[src/dpram_pkg.sv]
// Memory geometry, configuration register map and blocked counter limits for the scratchpad.
package dpram_pkg;

  // The scratchpad holds 1024 words of 32 bits.
  localparam int mem_depth = 1024;
  localparam int addr_w    = $clog2(mem_depth); // 10 bits of word address.
  localparam int data_w    = 32;
  localparam int mask_w    = data_w / 8;        // One enable per byte lane.

  // Configuration port geometry.
  localparam int cfg_addr_w = 2;
  localparam int cfg_data_w = 16;

  // Register map.
  // Base and limit hold word addresses, and both ends of the window are locked.
  localparam logic [cfg_addr_w-1:0] reg_lock_base   = 2'd0; // First locked word.
  localparam logic [cfg_addr_w-1:0] reg_lock_limit  = 2'd1; // Last locked word.
  localparam logic [cfg_addr_w-1:0] reg_lock_ctrl   = 2'd2; // Bit 0 enables the lock.
  localparam logic [cfg_addr_w-1:0] reg_blocked_cnt = 2'd3; // Read only, a write clears it.

  // The blocked-write counter is as wide as a register and sticks at all ones.
  localparam logic [cfg_data_w-1:0] cnt_max = '1;

endpackage
[src/guard_regs.sv]
// Lock window configuration registers and the saturating blocked-write counter.
`timescale 1ns/1ns

module guard_regs import dpram_pkg::*; (
  input  logic                  clk,
  input  logic                  rst_n,
  input  logic                  cfg_we,
  input  logic [cfg_addr_w-1:0] cfg_addr,
  input  logic [cfg_data_w-1:0] cfg_wdata,
  input  logic                  blocked_a,
  input  logic                  blocked_b,
  output logic [cfg_data_w-1:0] cfg_rdata,
  output logic                  lock_en,
  output logic [addr_w-1:0]     lock_base,
  output logic [addr_w-1:0]     lock_limit
);

  logic [cfg_data_w-1:0] blocked_cnt;
  logic [1:0]            blocked_inc;
  logic [cfg_data_w-1:0] cnt_headroom;
  logic                  cnt_clear;

  // Base, limit and control keep only the bits they use.
  always_ff @(posedge clk) begin
    if (!rst_n) begin
      lock_base  <= '0;
      lock_limit <= '0;
      lock_en    <= 1'b0;
    end else if (cfg_we) begin
      case (cfg_addr)
        reg_lock_base:  lock_base  <= cfg_wdata[addr_w-1:0];
        reg_lock_limit: lock_limit <= cfg_wdata[addr_w-1:0];
        reg_lock_ctrl:  lock_en    <= cfg_wdata[0];
        default: ;
      endcase
    end
  end

  // Both ports can be blocked in the same cycle.
  assign blocked_inc  = {1'b0, blocked_a} + {1'b0, blocked_b};
  assign cnt_headroom = cnt_max - blocked_cnt;
  assign cnt_clear    = cfg_we && (cfg_addr == reg_blocked_cnt);

  always_ff @(posedge clk) begin
    if (!rst_n) begin
      blocked_cnt <= '0;
    end else if (cnt_clear) begin
      blocked_cnt <= '0; // Clearing wins over a count in the same cycle.
    end else if (cfg_data_w'(blocked_inc) > cnt_headroom) begin
      blocked_cnt <= cnt_max;
    end else begin
      blocked_cnt <= blocked_cnt + cfg_data_w'(blocked_inc);
    end
  end

  // Reads are combinational and zero-extended.
  always_comb begin
    case (cfg_addr)
      reg_lock_base:  cfg_rdata = cfg_data_w'(lock_base);
      reg_lock_limit: cfg_rdata = cfg_data_w'(lock_limit);
      reg_lock_ctrl:  cfg_rdata = {{(cfg_data_w-1){1'b0}}, lock_en};
      default:        cfg_rdata = blocked_cnt;
    endcase
  end

endmodule

[config.mk]
export PLATFORM = sky130hd
export DESIGN_NAME = guard_regs
export DESIGN_NICKNAME = d
export VERILOG_FILES = /design/src/dpram_pkg.sv /design/src/guard_regs.sv
export SDC_FILE = /design/constraint.sdc
export NUM_CORES = 1
export LEC_CHECK = 0
export BUFFER_PORTS_ARGS = -buffer_cell sky130_fd_sc_hd__buf_4
export CORE_AREA = 2 2 68 70
export DETAILED_ROUTE_END_ITERATION = 12
export DIE_AREA = 0 0 70 72
export GPL_ROUTABILITY_DRIVEN = 0
export PLACE_DENSITY = 0.7
export SETUP_SLACK_MARGIN = 0.5
export SLEW_MARGIN = 20
export SYNTH_ARGS = -nofsm -noshare
export SYNTH_HDL_FRONTEND = slang
export SYNTH_SLANG_ARGS = --single-unit
[constraint.sdc]
create_clock -name clk -period 2.38 [get_ports clk]
set_input_delay 0.476 -clock clk [delete_from_list [all_inputs] [get_ports clk]]
set_output_delay 0.476 -clock clk [all_outputs]
set_load 0.005 [all_outputs]
==> results of run 1 <==
[power by group through the flow]
stage                     clock, mW  combinational [mW]  sequential [mW]
final                         0.403               0.197            0.655
after global routing          0.445               0.217            0.658
after CTS                     0.411               0.197            0.655
after detailed placement          0               0.191            0.669
after global placement            0               0.186            0.669
after floorplan                   0               0.108            0.667
[placed cells by master (no fill, tap or decap), types with 2 or more instances in the layout]
cell,n
a21oi_1,15
and3_1,8
buf_4,61
buf_6,4
clkbuf_8,5
dfxtp_1,37
ha_4,3
inv_1,8
mux2i_1,30
nand2_1,14
nand3_2,4
nand3b_1,3
nand4_1,4
nor2_1,24
nor2b_1,2
nor3_1,2
nor4_1,3
o21ai_0,9
xnor2_1,9
xor2_1,3
[flip-flops by register name, summed over array words and instances (netlist names)]
signal,cells
lock_limit,10
blocked_cnt,16
lock_en,1
lock_base,10
[critical path, delay by kind of cell]
kind	cells	cell delay (ps)
AOI/OAI and AO/OA	2	220
adders and majority gates	3	760
buffers and inverters	2	130
and+or+nand+nor	2	560
[cell families after synthesis]
kind of cell               after synthesis
AOI/OAI and AO/OA                       30
xor gates and xnor gates                12
adders and majority gates                5
buffers and inverters                   22
DFF                                     37
muxes                                   31
and+or+nand+nor                         73
[through the flow]
stage / setup slack [ps] / hold WS (ps) / instances / total power [mW]
floorplan: 195.9 / 502.8 / 210 / 0.7751
global placement: 37.35 / 508.5 / 312 / 0.8556
detailed placement: 29.56 / 513.8 / 312 / 0.8599
CTS: 383.8 / 428.2 / 319 / 1.264
global route: 325.6 / 426.5 / 320 / 1.320
finish: 396.1 / 435.2 / 320 / 1.256
[worst max-delay path by stage]
stage	cells past startpoint	endpoint	slack [ps]
after global routing	9	blocked_cnt[10]$_SDFF_PP0_	330
after global placement	9	blocked_cnt[10]$_SDFF_PP0_	40
after detailed placement	9	blocked_cnt[10]$_SDFF_PP0_	30
after floorplan	8	blocked_cnt[10]$_SDFF_PP0_	200
after CTS	9	blocked_cnt[10]$_SDFF_PP0_	380
final	9	blocked_cnt[10]$_SDFF_PP0_	400
[layer usage]
layer  up-vias  track usage, %
met1       788           23.40
met2        43           33.12
met4         0           5.128
met5         -               0
met3         6           6.111
li1        857               -
[final cells by class]
type / count / area share [%]
Multi-Input combinational cell: 151 / 44.94
Sequential cell: 37 / 28.79
Timing Repair Buffer: 65 / 19.55
Clock buffer: 5 / 2.675
Tap cell: 52 / 2.529
Inverter: 9 / 1.313
Clock inverter: 1 / 0.1946
[repair_timing]
item / CTS / global route
gates resized for setup: 8 / 1
pin swaps: 2 / 2
buffers inserted: 1 / 1
setup endpoints to repair: 16 / 8
hold buffers: 0 / 0
==> flow_metrics.py, run 1 <==
metrics = {
    "hold_path": {
        "hp-start": "cfg_wdata[3]",
        "min_to": "lock_limit[3]$_SDFFE_PN0P_",
        "hold_path_depth": 3,
        "hold_class": "in -> reg",
    },
    "power_and_ir_drop": {
        "combinationalPowerShare_pct": 15.7,
        "power_switching_mw": 0.3219,
        "swShare_pct": 25.63,
        "intPower_mw": 0.9337,
        "p_leak_nw": 1.111,
        "p_clk_share_pct": 32.1,
        "powerDensity_nw_per_um2": 488.1,
        "seq_power_share_pct": 52.2,
        "ir_drop_mv": 0.4170,
    },
    "setup_path": {
        "crit_required_ps": 2550,
        "reg2reg_slack_ps": 550,
        "cp-end-kind": "flip-flop",
        "start_kind": "input pin",
        "r2r_start": "blocked_cnt[1]$_SDFF_PP0_",
        "rr_worst_depth": 5,
        "cp_max_fo": 4,
        "startpoint": "blocked_b",
        "crit_path_frequent_cell": "ha_4",
        "cpPeakStageDelay_ps": 360,
        "cp_slowest_cell": "fa_2",
        "cp_data_arrival_time_ps": 2160,
        "timing.rr.end": "blocked_cnt[15]$_SDFF_PP0_",
        "path_class": "in -> reg",
        "cp_cell_sequence": "buf_6 -> ha_4 -> ha_4 -> inv_2 -> fa_2 -> nand3b_1 -> or3_1 -> a211oi_2 -> a2111oi_2",
    },
    "placed_design": {
        "dp.final_hpwl_um": 3412,
        "dpl_cell_area_um2": 2450,
        "port-buffer-count": 53,
    },
    "synthesis": {
        "synth_cells": 210,
        "synth-main-ff-cell": "dfxtp_1",
        "ys_top_cells_by_count": "dfxtp_1, mux2i_1, nor2_1",
        "synthSimpleGateAreaFrac_pct": 20.50,
        "synth_mux_area_share_pct": 16.84,
        "synth_top_area_share_pct": 38.64,
        "syn-num-nets": 238,
        "postSynthRegisterBits": 37,
        "synth_top_family_by_area": "simple AND/OR/NAND/NOR gates",
        "synth_compound_gate_area_share_pct": 10.25,
        "synth_seq_area_share_pct": 38.64,
        "ys_warn_count": 0,
        "synthAdderAreaFrac_pct": 3.655,
        "yosysMostFrequentCell": "dfxtp_1",
        "syn_area_per_cell_um2": 9.128,
        "yosys.area.top_type": "dfxtp_1",
        "synth_area_um2": 1917,
        "postSynth.asyncResetShare_pct": 0,
        "ys_top_cells_by_area": "dfxtp_1, mux2i_1, nor2_1, xnor2_1, a21oi_1",
        "synth_edf_count": 0,
        "ys_types": 38,
        "synth_xor_area_share_pct": 5.483,
    },
    "clocking": {
        "cts-root-buf": "clkbuf_8",
        "cts_max_level": 2,
        "clk_latency_ps": 290,
        "clk_pin_slew_ps": 70,
        "cts_tree": "built",
        "cts_buffers": 5,
        "clock-sinks": 37,
        "clk_path_buf_depth": 2,
    },
    "layout": {
        "nFillCells": 371,
        "design_area_um2": 2572,
        "drive_gt1_share_pct": 33.21,
        "area_delta_synth_final_pct": 34.20,
        "final_nets": 297,
        "seq_area_um2": 740.7,
        "post-route-util_pct": 60.33,
        "multiInputGateArea_um2": 1156,
        "diodes": 0,
    },
    "routing": {
        "wl_met2_um": 2258,
        "drt_iter0_markers": 72,
        "ant_nets": 0,
        "wl_per_cell_um": 14.49,
        "vias_per_cell": 5.294,
        "met1_length_um": 2030,
        "top_layer": "met4",
        "drc_errors": 0,
        "wl_met3_um": 294,
        "vias": 1694,
        "firstDrtPassIters": 4,
        "wl_um": 4638,
    },
    "sta": {
        "setup_viol": 0,
        "fmax_mhz": 504.1,
        "post-route-period-util_pct": 83.36,
        "fin_setup_tns_ps": 0,
        "grt_setup_unrepaired": "yes",
        "fin_skew_ps": 7.274,
        "max_slew_margin_pct": 72.23,
        "layout_min_cycle_time_ps": 1984,
        "slew_viol_final": 0,
        "hold_viol": 0,
        "worst_pin_slew_ps": 414.7,
    },
    "global_routing": {
        "grt_max_degree": 24,
        "grt_antenna_before_repair": 0,
        "grtUsageTotal_pct": 19.23,
        "grt_pass1_vias": 1688,
        "grt_overflow": 0,
        "grt_pass1_wl_um": 7762,
    },
    "die": {
        "die_area_um2": 5040,
        "die_w_um": 70,
        "io_pins": 60,
        "start_util_pct": 44.95,
        "num_rows": 24,
        "core_area_um2": 4264,
        "die_h_um": 72,
    },
    "status": {
        "status": "completed",
    },
    "flow_run": {
        "cap_violations": 0,
    },
}
No activity file was read; power rests on OpenSTA's default activity.
==> run 2, diff against run 1 <==
- CORE_AREA: 2 2 68 70 -> 2 2 65 67
- DIE_AREA: 0 0 70 72 -> 0 0 67 69
- PLACE_DENSITY: 0.7 -> 0.73
- clock period: 2.38 -> 1.85 ns (I/O delays scaled with it)
==> flow_metrics.py, run 2 (same netlist as run 1, synthesis figures left out) <==
metrics = {
    "setup_path": {
        "path_class": "in -> reg",
        "critical-path-top-delay-family": "adder cells",
        "cp_cell_sequence": "buf_6 -> ha_4 -> ha_4 -> inv_2 -> fa_2 -> buf_4 -> buf_6 -> and3b_2 -> nand3_2 -> xor2_1 -> a21oi_1",
        "cp_max_fo": 3,
        "rr_worst_depth": 9,
        "r2r_start": "blocked_cnt[0]$_SDFF_PP0_",
        "timing.rr.end": "blocked_cnt[6]$_SDFF_PP0_",
        "reg2reg_slack_ps": 30,
        "start_kind": "input pin",
        "crit_required_ps": 2070,
        "critPathBufInv": 4,
        "cp_slowest_cell": "fa_2",
        "cp_data_arrival_time_ps": 2110,
        "cpPeakStageDelay_ps": 330,
        "cp-end-kind": "flip-flop",
    },
    "clocking": {
        "cts_max_level": 2,
        "cts-root-buf": "clkbuf_8",
        "cts_buffers": 5,
        "clk_pin_slew_ps": 80,
        "clock-sinks": 37,
        "cts_tree": "built",
        "clk_path_buf_depth": 2,
        "clk_latency_ps": 300,
    },
    "layout": {
        "top_register": "blocked_cnt",
        "final_nets": 321,
        "final_common_cell": "buf_4",
        "design_area_um2": 2970,
        "most-common-layout-cells": "buf_4, mux2i_1, dfxtp_2, nor2_1, nand2_1",
        "drive_gt1_share_pct": 52.72,
        "largest_register_ffs": 16,
        "area_delta_synth_final_pct": 54.96,
        "nFillCells": 292,
        "top_regs": "blocked_cnt (16), lock_base (10), lock_limit (10)",
        "diodes": 0,
    },
    "sta": {
        "layout_min_cycle_time_ps": 1889,
        "slew_viol_final": 0,
        "fin_skew_ps": 11.14,
        "post-route-period-util_pct": 102.1,
        "setup_slack_ps": -38.69,
        "fmax_mhz": 529.5,
        "hold_viol": 0,
        "worst_pin_slew_ps": 291.3,
        "grt_setup_unrepaired": "yes",
        "max_slew_margin_pct": 80.53,
        "fin_setup_tns_ps": -57.23,
        "setup_viol": 3,
    },
    "routing": {
        "vias_per_cell": 5.241,
        "wl_per_cell_um": 14.93,
        "vias": 1803,
        "ant_nets": 0,
        "drt_iter0_markers": 55,
        "firstDrtPassIters": 4,
        "wl_um": 5137,
        "drc_errors": 0,
    },
    "hold_path": {
        "hp-start": "cfg_wdata[7]",
        "hold_class": "in -> reg",
        "min_to": "lock_limit[7]$_SDFFE_PN0P_",
        "hold_path_depth": 3,
    },
    "global_routing": {
        "grtUsageTotal_pct": 22.77,
        "grt_max_degree": 22,
        "grt_overflow": 0,
        "grt_pass1_wl_um": 8100,
        "grt_antenna_before_repair": 0,
        "grt_pass1_vias": 1756,
    },
    "die": {
        "die_w_um": 67,
        "die_area_um2": 4623,
        "die_h_um": 69,
        "io_pins": 60,
        "num_rows": 23,
        "core_area_um2": 3914,
        "start_util_pct": 48.98,
    },
    "flow_run": {
        "cap_violations": 0,
    },
    "placed_design": {
        "dp.final_hpwl_um": 3460,
        "dpl_cell_area_um2": 2500,
        "port-buffer-count": 53,
    },
    "power_and_ir_drop": {
        "p_leak_nw": 1.311,
        "ir_drop_mv": 0.5498,
        "powerDensity_nw_per_um2": 631.9,
    },
    "status": {
        "violations": "negative setup slack",
        "status": "finished with violations",
    },
}
## run 2: cell types whose count changed in the layout (fill, tap and decap cells not counted), moves of 7 or more
cell,before,now
dfxtp_2,0,26
o21ai_1,0,9
buf_4,61,74
buf_6,4,11
dfxtp_1,37,8
o21ai_0,9,0
## run 2: worst max-delay path by stage
stage	from	endpoint	slack, ps	cells after the start
finish	blocked_a	blocked_cnt[6]$_SDFF_PP0_	-40	11
detailed placement	blocked_b	blocked_cnt[10]$_SDFF_PP0_	-410	9
global placement	blocked_b	blocked_cnt[10]$_SDFF_PP0_	-370	9
global route	blocked_a	blocked_cnt[10]$_SDFF_PP0_	-100	9
CTS	blocked_a	blocked_cnt[10]$_SDFF_PP0_	-20	9
floorplan	blocked_b	blocked_cnt[10]$_SDFF_PP0_	-230	8
## run 2: worst register-to-register path, delay by kind of cell (launching register included)
| family | cells | cell delay (ps) |
|---|---|---|
| buffers and inverters | 3 | 290 |
| DFF | 1 | 370 |
| xor gates and xnor gates | 1 | 150 |
| and+or+nand+nor | 2 | 350 |
| AOI/OAI and AO/OA | 1 | 130 |
| adders and majority gates | 2 | 470 |
## run 2: per-stage QoR
stage	setup slack [ps]	util (%)	power (mW)	hold slack, ps	instances
finish	-38.69	75.90	1.877	310.9	344
global route	-98.38	75.90	1.949	314.6	344
CTS	-23.01	73.34	1.872	303.8	339
detailed placement	-413.0	63.87	1.120	517.1	317
global placement	-365.7	63.87	1.113	502.4	317
floorplan	-228.1	-	1.001	502.8	210
## run 2: cell type report
type / instances / area (um^2) / area share [%]
timing repair buffer: 88 / 734.5 / 24.73
tap: 50 / 62.56 / 2.106
clock buffer: 5 / 68.82 / 2.317
clock inverter: 3 / 46.29 / 1.559
multi-input combinational: 152 / 1237 / 41.66
sequential: 37 / 784.5 / 26.41
inverter: 9 / 36.28 / 1.222
## run 2: metal layers
layer  GRT usage [%]  routed length [um]  up-vias  part of all wire, %
li1                -                   -      903                    -
met1           27.53                2167      849                   42
met2           37.18                2587       43                   50
met3           6.852                 288        8                  5.6
met4           8.844                  93        0                  1.8
met5               0                   0        -                    0
## run 2: report_power, final
group / internal (mW) / total (mW) / switching (mW)
clock network: 0.403 / 0.707 / 0.304
registers: 0.824 / 0.848 / 0.0248
logic: 0.180 / 0.322 / 0.141
## run 2: what timing repair did
action | in CTS | in global routing
setup buffers | 13 | 5
hold buffers | 0 | 0
cloned | 1 | 0
pin swaps | 16 | 13
endpoints found under the setup margin | 30 | 28
gates resized for setup | 64 | 17
