### src/dpram_pkg.sv
// Memory geometry, configuration register map and blocked counter limits for the scratchpad.
package dpram_pkg;

  // The scratchpad holds 1024 words of 32 bits.
  localparam int mem_depth = 1024;
  localparam int addr_w    = $clog2(mem_depth); // 10 bits of word address.
  localparam int data_w    = 32;
  localparam int mask_w    = data_w / 8;        // One enable per byte lane.

  // Configuration port geometry.
  localparam int cfg_addr_w = 2;
  localparam int cfg_data_w = 16;

  // Register map.
  // Base and limit hold word addresses, and both ends of the window are locked.
  localparam logic [cfg_addr_w-1:0] reg_lock_base   = 2'd0; // First locked word.
  localparam logic [cfg_addr_w-1:0] reg_lock_limit  = 2'd1; // Last locked word.
  localparam logic [cfg_addr_w-1:0] reg_lock_ctrl   = 2'd2; // Bit 0 enables the lock.
  localparam logic [cfg_addr_w-1:0] reg_blocked_cnt = 2'd3; // Read only, a write clears it.

  // The blocked-write counter is as wide as a register and sticks at all ones.
  localparam logic [cfg_data_w-1:0] cnt_max = '1;

endpackage
### src/write_guard.sv
// Per-port write check against the locked window, giving byte enables and a blocked pulse.
`timescale 1ns/1ns

module write_guard import dpram_pkg::*; (
  input  logic              cs,
  input  logic              we,
  input  logic [mask_w-1:0] wem,
  input  logic [addr_w-1:0] addr,
  input  logic              lock_en,
  input  logic [addr_w-1:0] lock_base,
  input  logic [addr_w-1:0] lock_limit,
  output logic [mask_w-1:0] wen,
  output logic              blocked
);

  logic              wr_req;
  logic              in_window;
  logic [mask_w-1:0] wem_qual;

  // A write is requested on cs and we, even with an empty byte mask.
  assign wr_req   = cs & we;
  assign wem_qual = wem & {mask_w{wr_req}};

  // Both bounds belong to the window.
  assign in_window = lock_en && (addr >= lock_base) && (addr <= lock_limit);

  // A hit drops the whole write and is reported for counting.
  assign blocked = wr_req & in_window;
  assign wen     = blocked ? '0 : wem_qual;

endmodule

### config.mk
export PLATFORM = sky130hd
export DESIGN_NAME = write_guard
export DESIGN_NICKNAME = d
export VERILOG_FILES = /design/src/dpram_pkg.sv /design/src/write_guard.sv
export SDC_FILE = /design/constraint.sdc
export NUM_CORES = 1
export LEC_CHECK = 0
export ABC_AREA = 1
export BUFFER_PORTS_ARGS = -buffer_cell sky130_fd_sc_hd__buf_4
export CORE_AREA = 3 3 41 43
export DETAILED_ROUTE_END_ITERATION = 6
export DIE_AREA = 0 0 44 46
export GPL_TIMING_DRIVEN = 0
export MAX_ROUTING_LAYER = met4
export PLACE_DENSITY = 0.86
export SETUP_SLACK_MARGIN = 0.5
export SKIP_LAST_GASP = 1
export SLEW_MARGIN = 40
export SYNTH_ARGS = -nofsm -noshare
export SYNTH_HDL_FRONTEND = slang
export SYNTH_SLANG_ARGS = --single-unit
### constraint.sdc
create_clock -name vclk -period 2.25
set_clock_uncertainty 0.15 [all_clocks]
set_input_delay 0.1125 -clock vclk [all_inputs]
set_output_delay 0.1125 -clock vclk [all_outputs]
set_load 0.005 [all_outputs]
==> results of run 1 <==
[cell families (layout without fill, tap and decap cells)]
kind of cell	after synthesis	after routing	synth area share
simple gates	52	52	0.3565
buf+inv	34	76	0.1965
fa+ha+maj	20	20	0.3854
compound gates	6	6	0.06166
[final timing paths]
kind | startpoint | end | slack (ns)
worst max-delay path | addr[9] | wen[0] | 0.60
worst min-delay path | wem[3] | wen[3] | 0.40
[synthesized netlist by cell type]
master and count:
inv_2 1, nor2_4 2, a21o_1 1, inv_1 32, nor2_2 6, ha_1 20, a21oi_1 3, nand3_1 3
nor2_1 6, a21oi_2 2, clkinv_1 1, nand2_2 1, nand2_1 34
[per-stage QoR]
| stage | instance area, um^2 | std cells | hold slack, ns |
|---|---|---|---|
| 6_report | 983.4 | 169 | 0.3970 |
| 5_1_grt | 983.4 | 169 | 0.4128 |
| 4_1_cts | 983.4 | 169 | 0.4027 |
| 3_5_place_dp | 983.4 | 169 | 0.4027 |
| 3_3_place_gp | 983.4 | 169 | 0.3965 |
| 2_1_floorplan | 649.4 | 112 | 0.1702 |
[area by class of cell]
cell class / instances / area share
tap: 15 / 0.01908
inverter: 34 / 0.1298
timing repair buffer: 42 / 0.3206
multi-input combinational: 78 / 0.5305
[tightest hold or removal path, delay by kind of cell]
family | cells | cell delay [ns]
buffers and inverters | 2 | 0.18
AND/OR/NAND/NOR | 2 | 0.14
[power by group through the flow]
| stage | combinational [W] | sequential (W) | clock (W) |
|---|---|---|---|
| 2_1_floorplan | 0.0000846 | 0 | 0 |
| 4_1_cts | 0.000158 | 0 | 0 |
| 6_report | 0.000156 | 0 | 0 |
| 3_5_place_dp | 0.000158 | 0 | 0 |
| 3_3_place_gp | 0.000151 | 0 | 0 |
| 5_1_grt | 0.000179 | 0 | 0 |
[metal layers]
layer  up-vias  GRT usage  wire length, um
met5         -          -                0
met2        17     0.2965              803
met4         0          0                0
met3         0          0               79
li1        418          -                -
met1       309     0.1747              593
==> key figures, run 1 <==
Setup path
  – Worst-path fanout max: 5
  – CP max-delay cell: ha_1
  – Critical path cell sequence: buf_4 -> ha_1 -> nand2_2 -> inv_1 -> a21oi_2 -> nand2_1 -> nor2_1 -> nor2_2 -> nor2_4 -> nor2_2 -> buf_4
  – Crit-path leading delay family: simple AND/OR/NAND/NOR gates
  – CP Depth: 11
  – Critical path class: primary input to output port
  – CP Launch Type: primary input
  – WP data arrival: 1.38 ns
  – Critical Path RT: 1.99 ns
  – CP bufs+invs: 3
  – Crit path capture type: output port
  – Critical path's largest stage delay: 0.31 ns

STA
  – Setup TNS: 0 ns
  – Worst Setup Slack, final: 0.6039 ns
  – Setup violators final: 0
  – Final period util: 0.7316
  – Hold Fails Final Rpt: 0
  – Tmin final: 1.646 ns
  – Measured slew at the worst slew-check pin: around 0.21 ns
  – Max-slew violation count: 0
  – Fmax: 0.6075 GHz
  – Unrepaired setup endpoints after global routing: no
  – Relative slew margins: 0.8602

Die
  – Die height: 46 um
  – IO Count: 42
  – Row cnt: 13
  – Die Area: 2024 um^2
  – Core area: 1334 um^2
  – Die Wd: 44 um
  – Initial Utilization: 0.4869

Cells and area
  – Commonest non-fill, non-tap cells in the layout: buf_4 (42), nand2_1 (34), inv_1 (32), ha_1 (20)
  – Synth-to-Final Area Change: 51.45%
  – Leading cell type in the layout, fill and taps excluded: buf_4
  – Share of layout cells above drive strength 1: 0.3506
  – Layout Nets: between 200 and 250
  – FF/Latch Area: 0 um^2
  – Diode count: 0
  – # clk buffers: 0
  – Final core occ: 0.7373
  – FFs & Latches: 0
  – Fillers: 119
  – Combined area of the multi-input logic cells: 521.8 um^2

Worst hold path
  – Hold path depth: 4
  – Min-Delay Path Class: primary input to output port

Placement
  – Dpl ws: 0.5946 ns
  – Post-DP HPWL: 1427 um
  – Port bufs: 42
  – Routability Congestion: 0.7650

Global routing
  – Largest net degree at the start of global routing: 6
  – Vias in the first global route: 658
  – First-pass GRT wire length: 2373 um
  – Total gr overflow: 0
  – Global-route usage over all layers: 0.1486
  – Initial antenna violation count: 0

Pwr
  – Sw power: 0.00007033 W
  – Worst vdd ir: 0.00007980 V
  – Static Leak: 0.6510 nW
  – Clock power frac: 0
  – Reg power frac: 0
  – PD cells: 158.3 nW/um^2
  – Cell Int Power: 0.00008531 W
  – Combinational Power Share: 1.000
  – Final Power: 0.0001556 W
  – Sw Share: 0.4519

Synthesis
  – Share of the synthesized area in the top cell type: 0.3854
  – Synth unique cells: 13
  – Post-Syn Nets: approximately 170
  – Yosys top cell by area: ha_1
  – Sequential share of the synthesized area: 0
  – Mapped Cells: between 100 and 150
  – Area of the mapped netlist: 649.4 um^2
  – Synth area leaders: ha_1 (39%), nand2_1 (20%), inv_1 (18%)
  – Syn avg cell area: around 5.8 um^2
  – Ys Warns: 0

Route
  – Vias per inst: 4.402
  – DRC: 0
  – Avg WL per Cell: 8.734 um
  – Routed Antenna Nets: 0
  – Post-Route WL: approximately 1500 um
  – Router iterations before antenna repair: 4
  – DR vias: 744
  – DRT iter0 DRCs: 2

Clock tree
  – Post-CTS Repair Setup Buffers: 0
  – Hold_buf cts: 0
  – CTS resizes: 0

Status
  – Outcome: complete, no violations

Flow run
  – Maxcap violations: 0
Power figures use the tool's default switching activity.
==> inputs of run 2 (changes only) <==
CORE_AREA = 3 3 42 44   (was 3 3 41 43)
DIE_AREA = 0 0 45 47   (was 0 0 44 46)
PLACE_DENSITY = 0.83   (was 0.86)
clock period = 1.7 ns   (was 2.25 ns; I/O delays follow)
==> run 2 against run 1 <==
Clock-buffer cell count stayed put. Wire length rose by 9.9%. Flip-flop and latch count unchanged. Hold slack lost 0.057 ns. Combinational power up 85%. Global-route usage grew 2.2 points. Sequential share of layout area stayed put. Final cell count up 0.59%. Non-clock buffer count unchanged. Critical path depth did not move. Largest cell class unchanged. Die area rose by 4.5%. First-iteration DRC count rose to 5.0 times the previous value.
==> key figures, run 2 (synthesis gave the netlist of run 1 again) <==
STA
  – Unrepaired setup endpoints after global routing: yes
  – Measured slew at the worst slew-check pin: 0.1776 ns (-0.03207 ns)
  – Worst Setup Slack, final: 0.2093 ns (-0.3946 ns)
  – Tmin final: 1.491 ns
  – Max-slew violation count: 0 (unchanged)
  – Relative slew margins: 0.8813 (+0.02110)
  – Hold Fails Final Rpt: 0 (unchanged)
  – Setup TNS: 0 ns (unchanged)
  – Setup violators final: 0 (unchanged)
  – Fmax: 0.6708 GHz
  – Final period util: 0.8769

Cells and area
  – FFs & Latches: 0 (unchanged)
  – # clk buffers: 0 (unchanged)
  – Commonest non-fill, non-tap cells in the layout: buf_4 (38), nand2_1 (28), inv_1 (21), ha_4 (14), nor2_2 (9)
  – Final Instance Count excl. Fillers: 170 (+0.59%)
  – Layout Nets: 213 (unchanged)
  – Synth-to-Final Area Change: 92.29%
  – Fillers: 89 (-25%)
  – Leading cell type in the layout, fill and taps excluded: buf_4
  – Combined area of the multi-input logic cells: 738.2 um^2 (+41%)
  – Diode count: 0 (unchanged)
  – Share of layout cells above drive strength 1: 0.5844 (+0.2338)
  – FF/Latch Area: 0 um^2 (unchanged)

Setup path
  – CP max-delay cell: ha_4
  – Worst-path fanout max: 5 (unchanged)
  – Critical path class: primary input to output port
  – Critical path's largest stage delay: 0.27 ns (-0.04 ns)
  – CP Launch Type: primary input
  – Critical Path End: wen[3]
  – Critical path cell sequence: buf_4 -> ha_4 -> nand2_2 -> inv_1 -> nand2_1 -> a21oi_2 -> nor2_2 -> nor2_2 -> nor2_4 -> nor2_2 -> buf_4
  – Critical Path Source: addr[5]
  – Critical Path RT: 1.46 ns (-0.53 ns)
  – Most frequent CP cell: nor2_2
  – Crit path capture type: output port
  – WP data arrival: 1.26 ns (-0.12 ns)

Pwr
  – Worst vdd ir: 0.0001392 V (+74%)
  – Static Leak: 0.6673 nW (+2.5%)
  – PD cells: 231.7 nW/um^2 (+46%)
  – Final Power: 0.0002893 W (+86%)

Placement
  – Post-DP HPWL: 1369 um (-4.1%)
  – Placed insts: 170 (+0.59%)
  – Dpl ws: 0.1247 ns (-0.4699 ns)
  – Port bufs: 42 (unchanged)
  – Routability Congestion: 0.6870 (-10%)

Global routing
  – Initial antenna violation count: 0 (unchanged)
  – Global-route usage over all layers: 0.1706 (+0.02201)
  – Total gr overflow: 0 (unchanged)
  – Vias in the first global route: 746 (+13%)
  – Met2 Track Usage GR: 0.3446 (+0.04812)
  – Met1 Usage GRT: 0.1978 (+0.02304)
  – Met3 Use GR: 0 (unchanged)
  – Largest net degree at the start of global routing: 6 (unchanged)
  – GRT busiest layer: met2
  – First-pass GRT wire length: 2760 um (+16%)

Die
  – Core area: 1471 um^2 (+10%)
  – Die Wd: 45 um (+2.3%)
  – Die Area: 2115 um^2 (+4.5%)
  – Initial Utilization: 0.4413 (-0.04554)
  – Row cnt: 14 (+1)
  – Die height: 47 um (+2.2%)
  – IO Count: 42 (unchanged)

Route
  – Router iterations before antenna repair: 4 (unchanged)
  – DR vias: 769 (+3.4%)
  – Routed Antenna Nets: 0 (unchanged)
  – DRC: 0 (unchanged)
  – Avg WL per Cell: 9.541 um (+9.2%)
  – Vias per inst: 4.524 (+2.8%)
  – DRT iter0 DRCs: 10 (+8)
  – Post-Route WL: 1622 um (+9.9%)

Worst hold path
  – Min-Delay Path Class: primary input to output port

Status
  – Outcome: complete, no violations

Clock tree
  – Hold_buf cts: 0 (unchanged)
  – Post-CTS Repair Setup Buffers: 0 (unchanged)

Flow run
  – Maxcap violations: 0 (unchanged)
[run 2: worst min-delay path by stage]
stage / to / cells after the start / from
2_1_floorplan: wen[0] / 2 / wem[0]
3_3_place_gp: wen[3] / 4 / wem[3]
3_5_place_dp: wen[2] / 4 / wem[2]
4_1_cts: wen[2] / 4 / wem[2]
5_1_grt: wen[1] / 4 / wem[1]
6_report: wen[2] / 4 / wem[2]
[run 2: power breakdown]
part | switching [W] | leakage [nW] | internal, W
clock network | 0 | 0 | 0
logic | 0.000131 | 0.667 | 0.000158
registers | 0 | 0 | 0
total | 0.000131 | 0.667 | 0.000158
[run 2: timing repair]
action	CTS	global route
endpoints found under the setup margin	5	5
pin swaps	21	2
resized for setup	17	4
[run 2: layout make-up]
cell class	count	share of cell area
Multi-Input combinational cell	78	0.5912
Tap cell	16	0.01603
Inverter	34	0.1222
Timing Repair Buffer	42	0.2705
[run 2: per-layer routing]
| layer | vias to the layer above | part of all wire |
|---|---|---|
| li1 | 415 | - |
| met1 | 328 | 0.39 |
| met2 | 26 | 0.56 |
| met3 | 0 | 0.052 |
| met4 | 0 | 0 |
| met5 | - | 0 |
[run 2: per-stage QoR]
step	util	hold slack (ns)	instance area, um^2
floorplan	-	0.1112	799.5
global placement	0.7713	0.3171	1135
detailed placement	0.7713	0.3220	1135
CTS	0.8410	0.3436	1237
global route	0.8486	0.3643	1249
finish	0.8486	0.3405	1249
[run 2: critical path, delay by kind of cell]
family	cells	cell delay, ns
AO/OA/AOI/OAI	1	0.14
buffers and inverters	3	0.30
AND/OR/NAND/NOR	6	0.45
adder cells (fa/ha/maj)	1	0.27
==> inputs of run 3 (changes only) <==
REMOVE_ABC_BUFFERS = 1   (was unset)
==> run 3 against run 2 <==
Final area increased by 4.3%. Non-clock buffer count did not move. Critical path depth did not move. Flip-flop and latch count unchanged. Hold slack gained 0.0024 ns. Combinational power increased by 18%. Total power grew 18%. Sequential share of layout area unchanged.
==> key figures, run 3 (synthesis gave the netlist of run 1 again) <==
Status
  – Outcome: complete, no violations

Global routing
  – Total gr overflow: 0 (unchanged)
  – First-pass GRT wire length: 2773 um (+0.47%)
  – Largest net degree at the start of global routing: 6 (unchanged)
  – Global-route usage over all layers: 0.1763 (+0.005686)
  – Initial antenna violation count: 0 (unchanged)
  – Vias in the first global route: 732 (-1.9%)

STA
  – Relative slew margins: 0.8800 (-0.001310)
  – Tmin final: 1.577 ns (+0.08593 ns)
  – Unrepaired setup endpoints after global routing: yes
  – Measured slew at the worst slew-check pin: 0.1795 ns (+0.001961 ns)
  – Setup TNS: 0 ns (unchanged)
  – Max-slew violation count: 0 (unchanged)
  – Fmax: 0.6342 GHz (-5.5%)
  – Hold Fails Final Rpt: 0 (unchanged)
  – Worst Setup Slack, final: 0.1233 ns (-0.08593 ns)
  – Final period util: 0.9275 (+0.05055)
  – Setup violators final: 0 (unchanged)

Route
  – DR vias: 855 (+11%)
  – Avg WL per Cell: 15.74 um (+65%)
  – DRC: 0 (unchanged)
  – Router iterations before antenna repair: 4 (unchanged)
  – Routed Antenna Nets: 0 (unchanged)
  – Vias per inst: 5.029 (+11%)
  – DRT iter0 DRCs: 3 (-7)
  – Post-Route WL: 2675 um (+65%)

Cells and area
  – Diode count: 0 (unchanged)
  – FFs & Latches: 0 (unchanged)
  – Leading cell type in the layout, fill and taps excluded: buf_4
  – Synth-to-Final Area Change: 100.6%
  – Fillers: 59 (-34%)
  – Final core occ: 0.8852 (+0.03656)
  – # clk buffers: 0 (unchanged)
  – FF/Latch Area: 0 um^2 (unchanged)
  – Layout Nets: 213 (unchanged)
  – Share of layout cells above drive strength 1: 0.6169 (+0.03247)
  – Commonest non-fill, non-tap cells in the layout: buf_4 (35), inv_1 (25), nand2_1 (23), ha_4 (15), nand2_2 (8)

Die
  – IO Count: 42 (unchanged)
  – Core area: 1471 um^2 (unchanged)
  – Row cnt: 14 (unchanged)
  – Die Wd: 45 um (unchanged)
  – Die Area: 2115 um^2 (unchanged)
  – Initial Utilization: 0.4413 (unchanged)
  – Die height: 47 um (unchanged)

Setup path
  – Critical path's largest stage delay: 0.29 ns (+0.02 ns)
  – CP max-delay cell: ha_4
  – Crit path capture type: output port
  – Worst-path fanout max: 5 (unchanged)
  – Critical path cell sequence: buf_4 -> inv_1 -> ha_4 -> nand2_2 -> nor2_2 -> nand3_1 -> nand3_2 -> nand2_2 -> nor2_4 -> nor2_2 -> buf_4
  – Critical Path RT: 1.46 ns (about the same)
  – CP Launch Type: primary input
  – CP bufs+invs: 3 (unchanged)
  – Critical path class: primary input to output port
  – Crit-path leading delay family: simple AND/OR/NAND/NOR gates
  – WP data arrival: 1.34 ns (+0.08 ns)

Pwr
  – PD cells: 262.2 nW/um^2 (+13%)
  – Worst vdd ir: 0.0001563 V (+12%)
  – Static Leak: 0.6812 nW (+2.1%)

Worst hold path
  – Min-Delay Path Class: primary input to output port

Placement
  – Port bufs: 42 (unchanged)
  – Post-DP HPWL: 1374 um (+0.39%)
  – Dpl ws: 0.08332 ns (-0.04142 ns)
  – Routability Congestion: 0.7504 (+9.2%)

Clock tree
  – Hold_buf cts: 0 (unchanged)

Flow run
  – Maxcap violations: 0 (unchanged)
[run 3: changes by cell type in the layout (fill, tap and decap cells not counted), moves of 3 or more]
| cell | delta |
|---|---|
| buf_4 | -3 |
| nand2_2 | +3 |
| buf_6 | +4 |
| nand2_1 | -5 |
| inv_2 | -3 |
| nor2_4 | +3 |
| inv_1 | +4 |
[run 3: power breakdown]
part	internal [W]	switching (W)	total, W
clock network	0	0	0
logic	0.000177	0.000164	0.000342
registers	0	0	0
[run 3: worst paths after layout]
kind,slack (ns),startpoint,to,cells after the start
setup / recovery,0.12,lock_base[5],wen[0],11
hold / removal,0.34,wem[1],wen[1],4
[run 3: tightest hold or removal path, delay by kind of cell]
family        cells  cell delay (ns)
buf+inv           2             0.18
simple gates      2             0.14
[run 3: timing repair]
action                                  CTS  global route
hold endpoints to repair                  0             0
gates cloned                              0             0
setup buffers                             0             0
resized for setup                        24            36
pin swaps                                19            17
endpoints found under the setup margin    5             5
[run 3: final cells by class]
| class | count | area, um^2 | area share |
|---|---|---|---|
| well taps | 16 | 20.02 | 0.01537 |
| multi-input cells | 78 | 799.5 | 0.6138 |
| repair buffers | 42 | 345.3 | 0.2651 |
| inverters | 34 | 137.6 | 0.1057 |
[run 3: per-stage QoR]
| step | power, W | cells | instance area (um^2) | hold WS, ns |
|---|---|---|---|---|
| floorplan | 0.0001120 | 112 | 649.4 | 0.1152 |
| global placement | 0.0002004 | 170 | 984.7 | 0.3416 |
| detailed placement | 0.0002080 | 170 | 984.7 | 0.3465 |
| CTS | 0.0002519 | 170 | 1134 | 0.3346 |
| global route | 0.0003678 | 170 | 1303 | 0.3751 |
| finish | 0.0003416 | 170 | 1303 | 0.3429 |
[run 3: per-layer routing]
layer	vias to the layer above	wire length (um)	GRT usage	part of all wire
met5	-	0	-	0
met4	0	100	0	0.037
met1	392	922	0.1775	0.34
li1	417	-	-	-
met3	12	94	0	0.035
met2	34	1558	0.3898	0.58
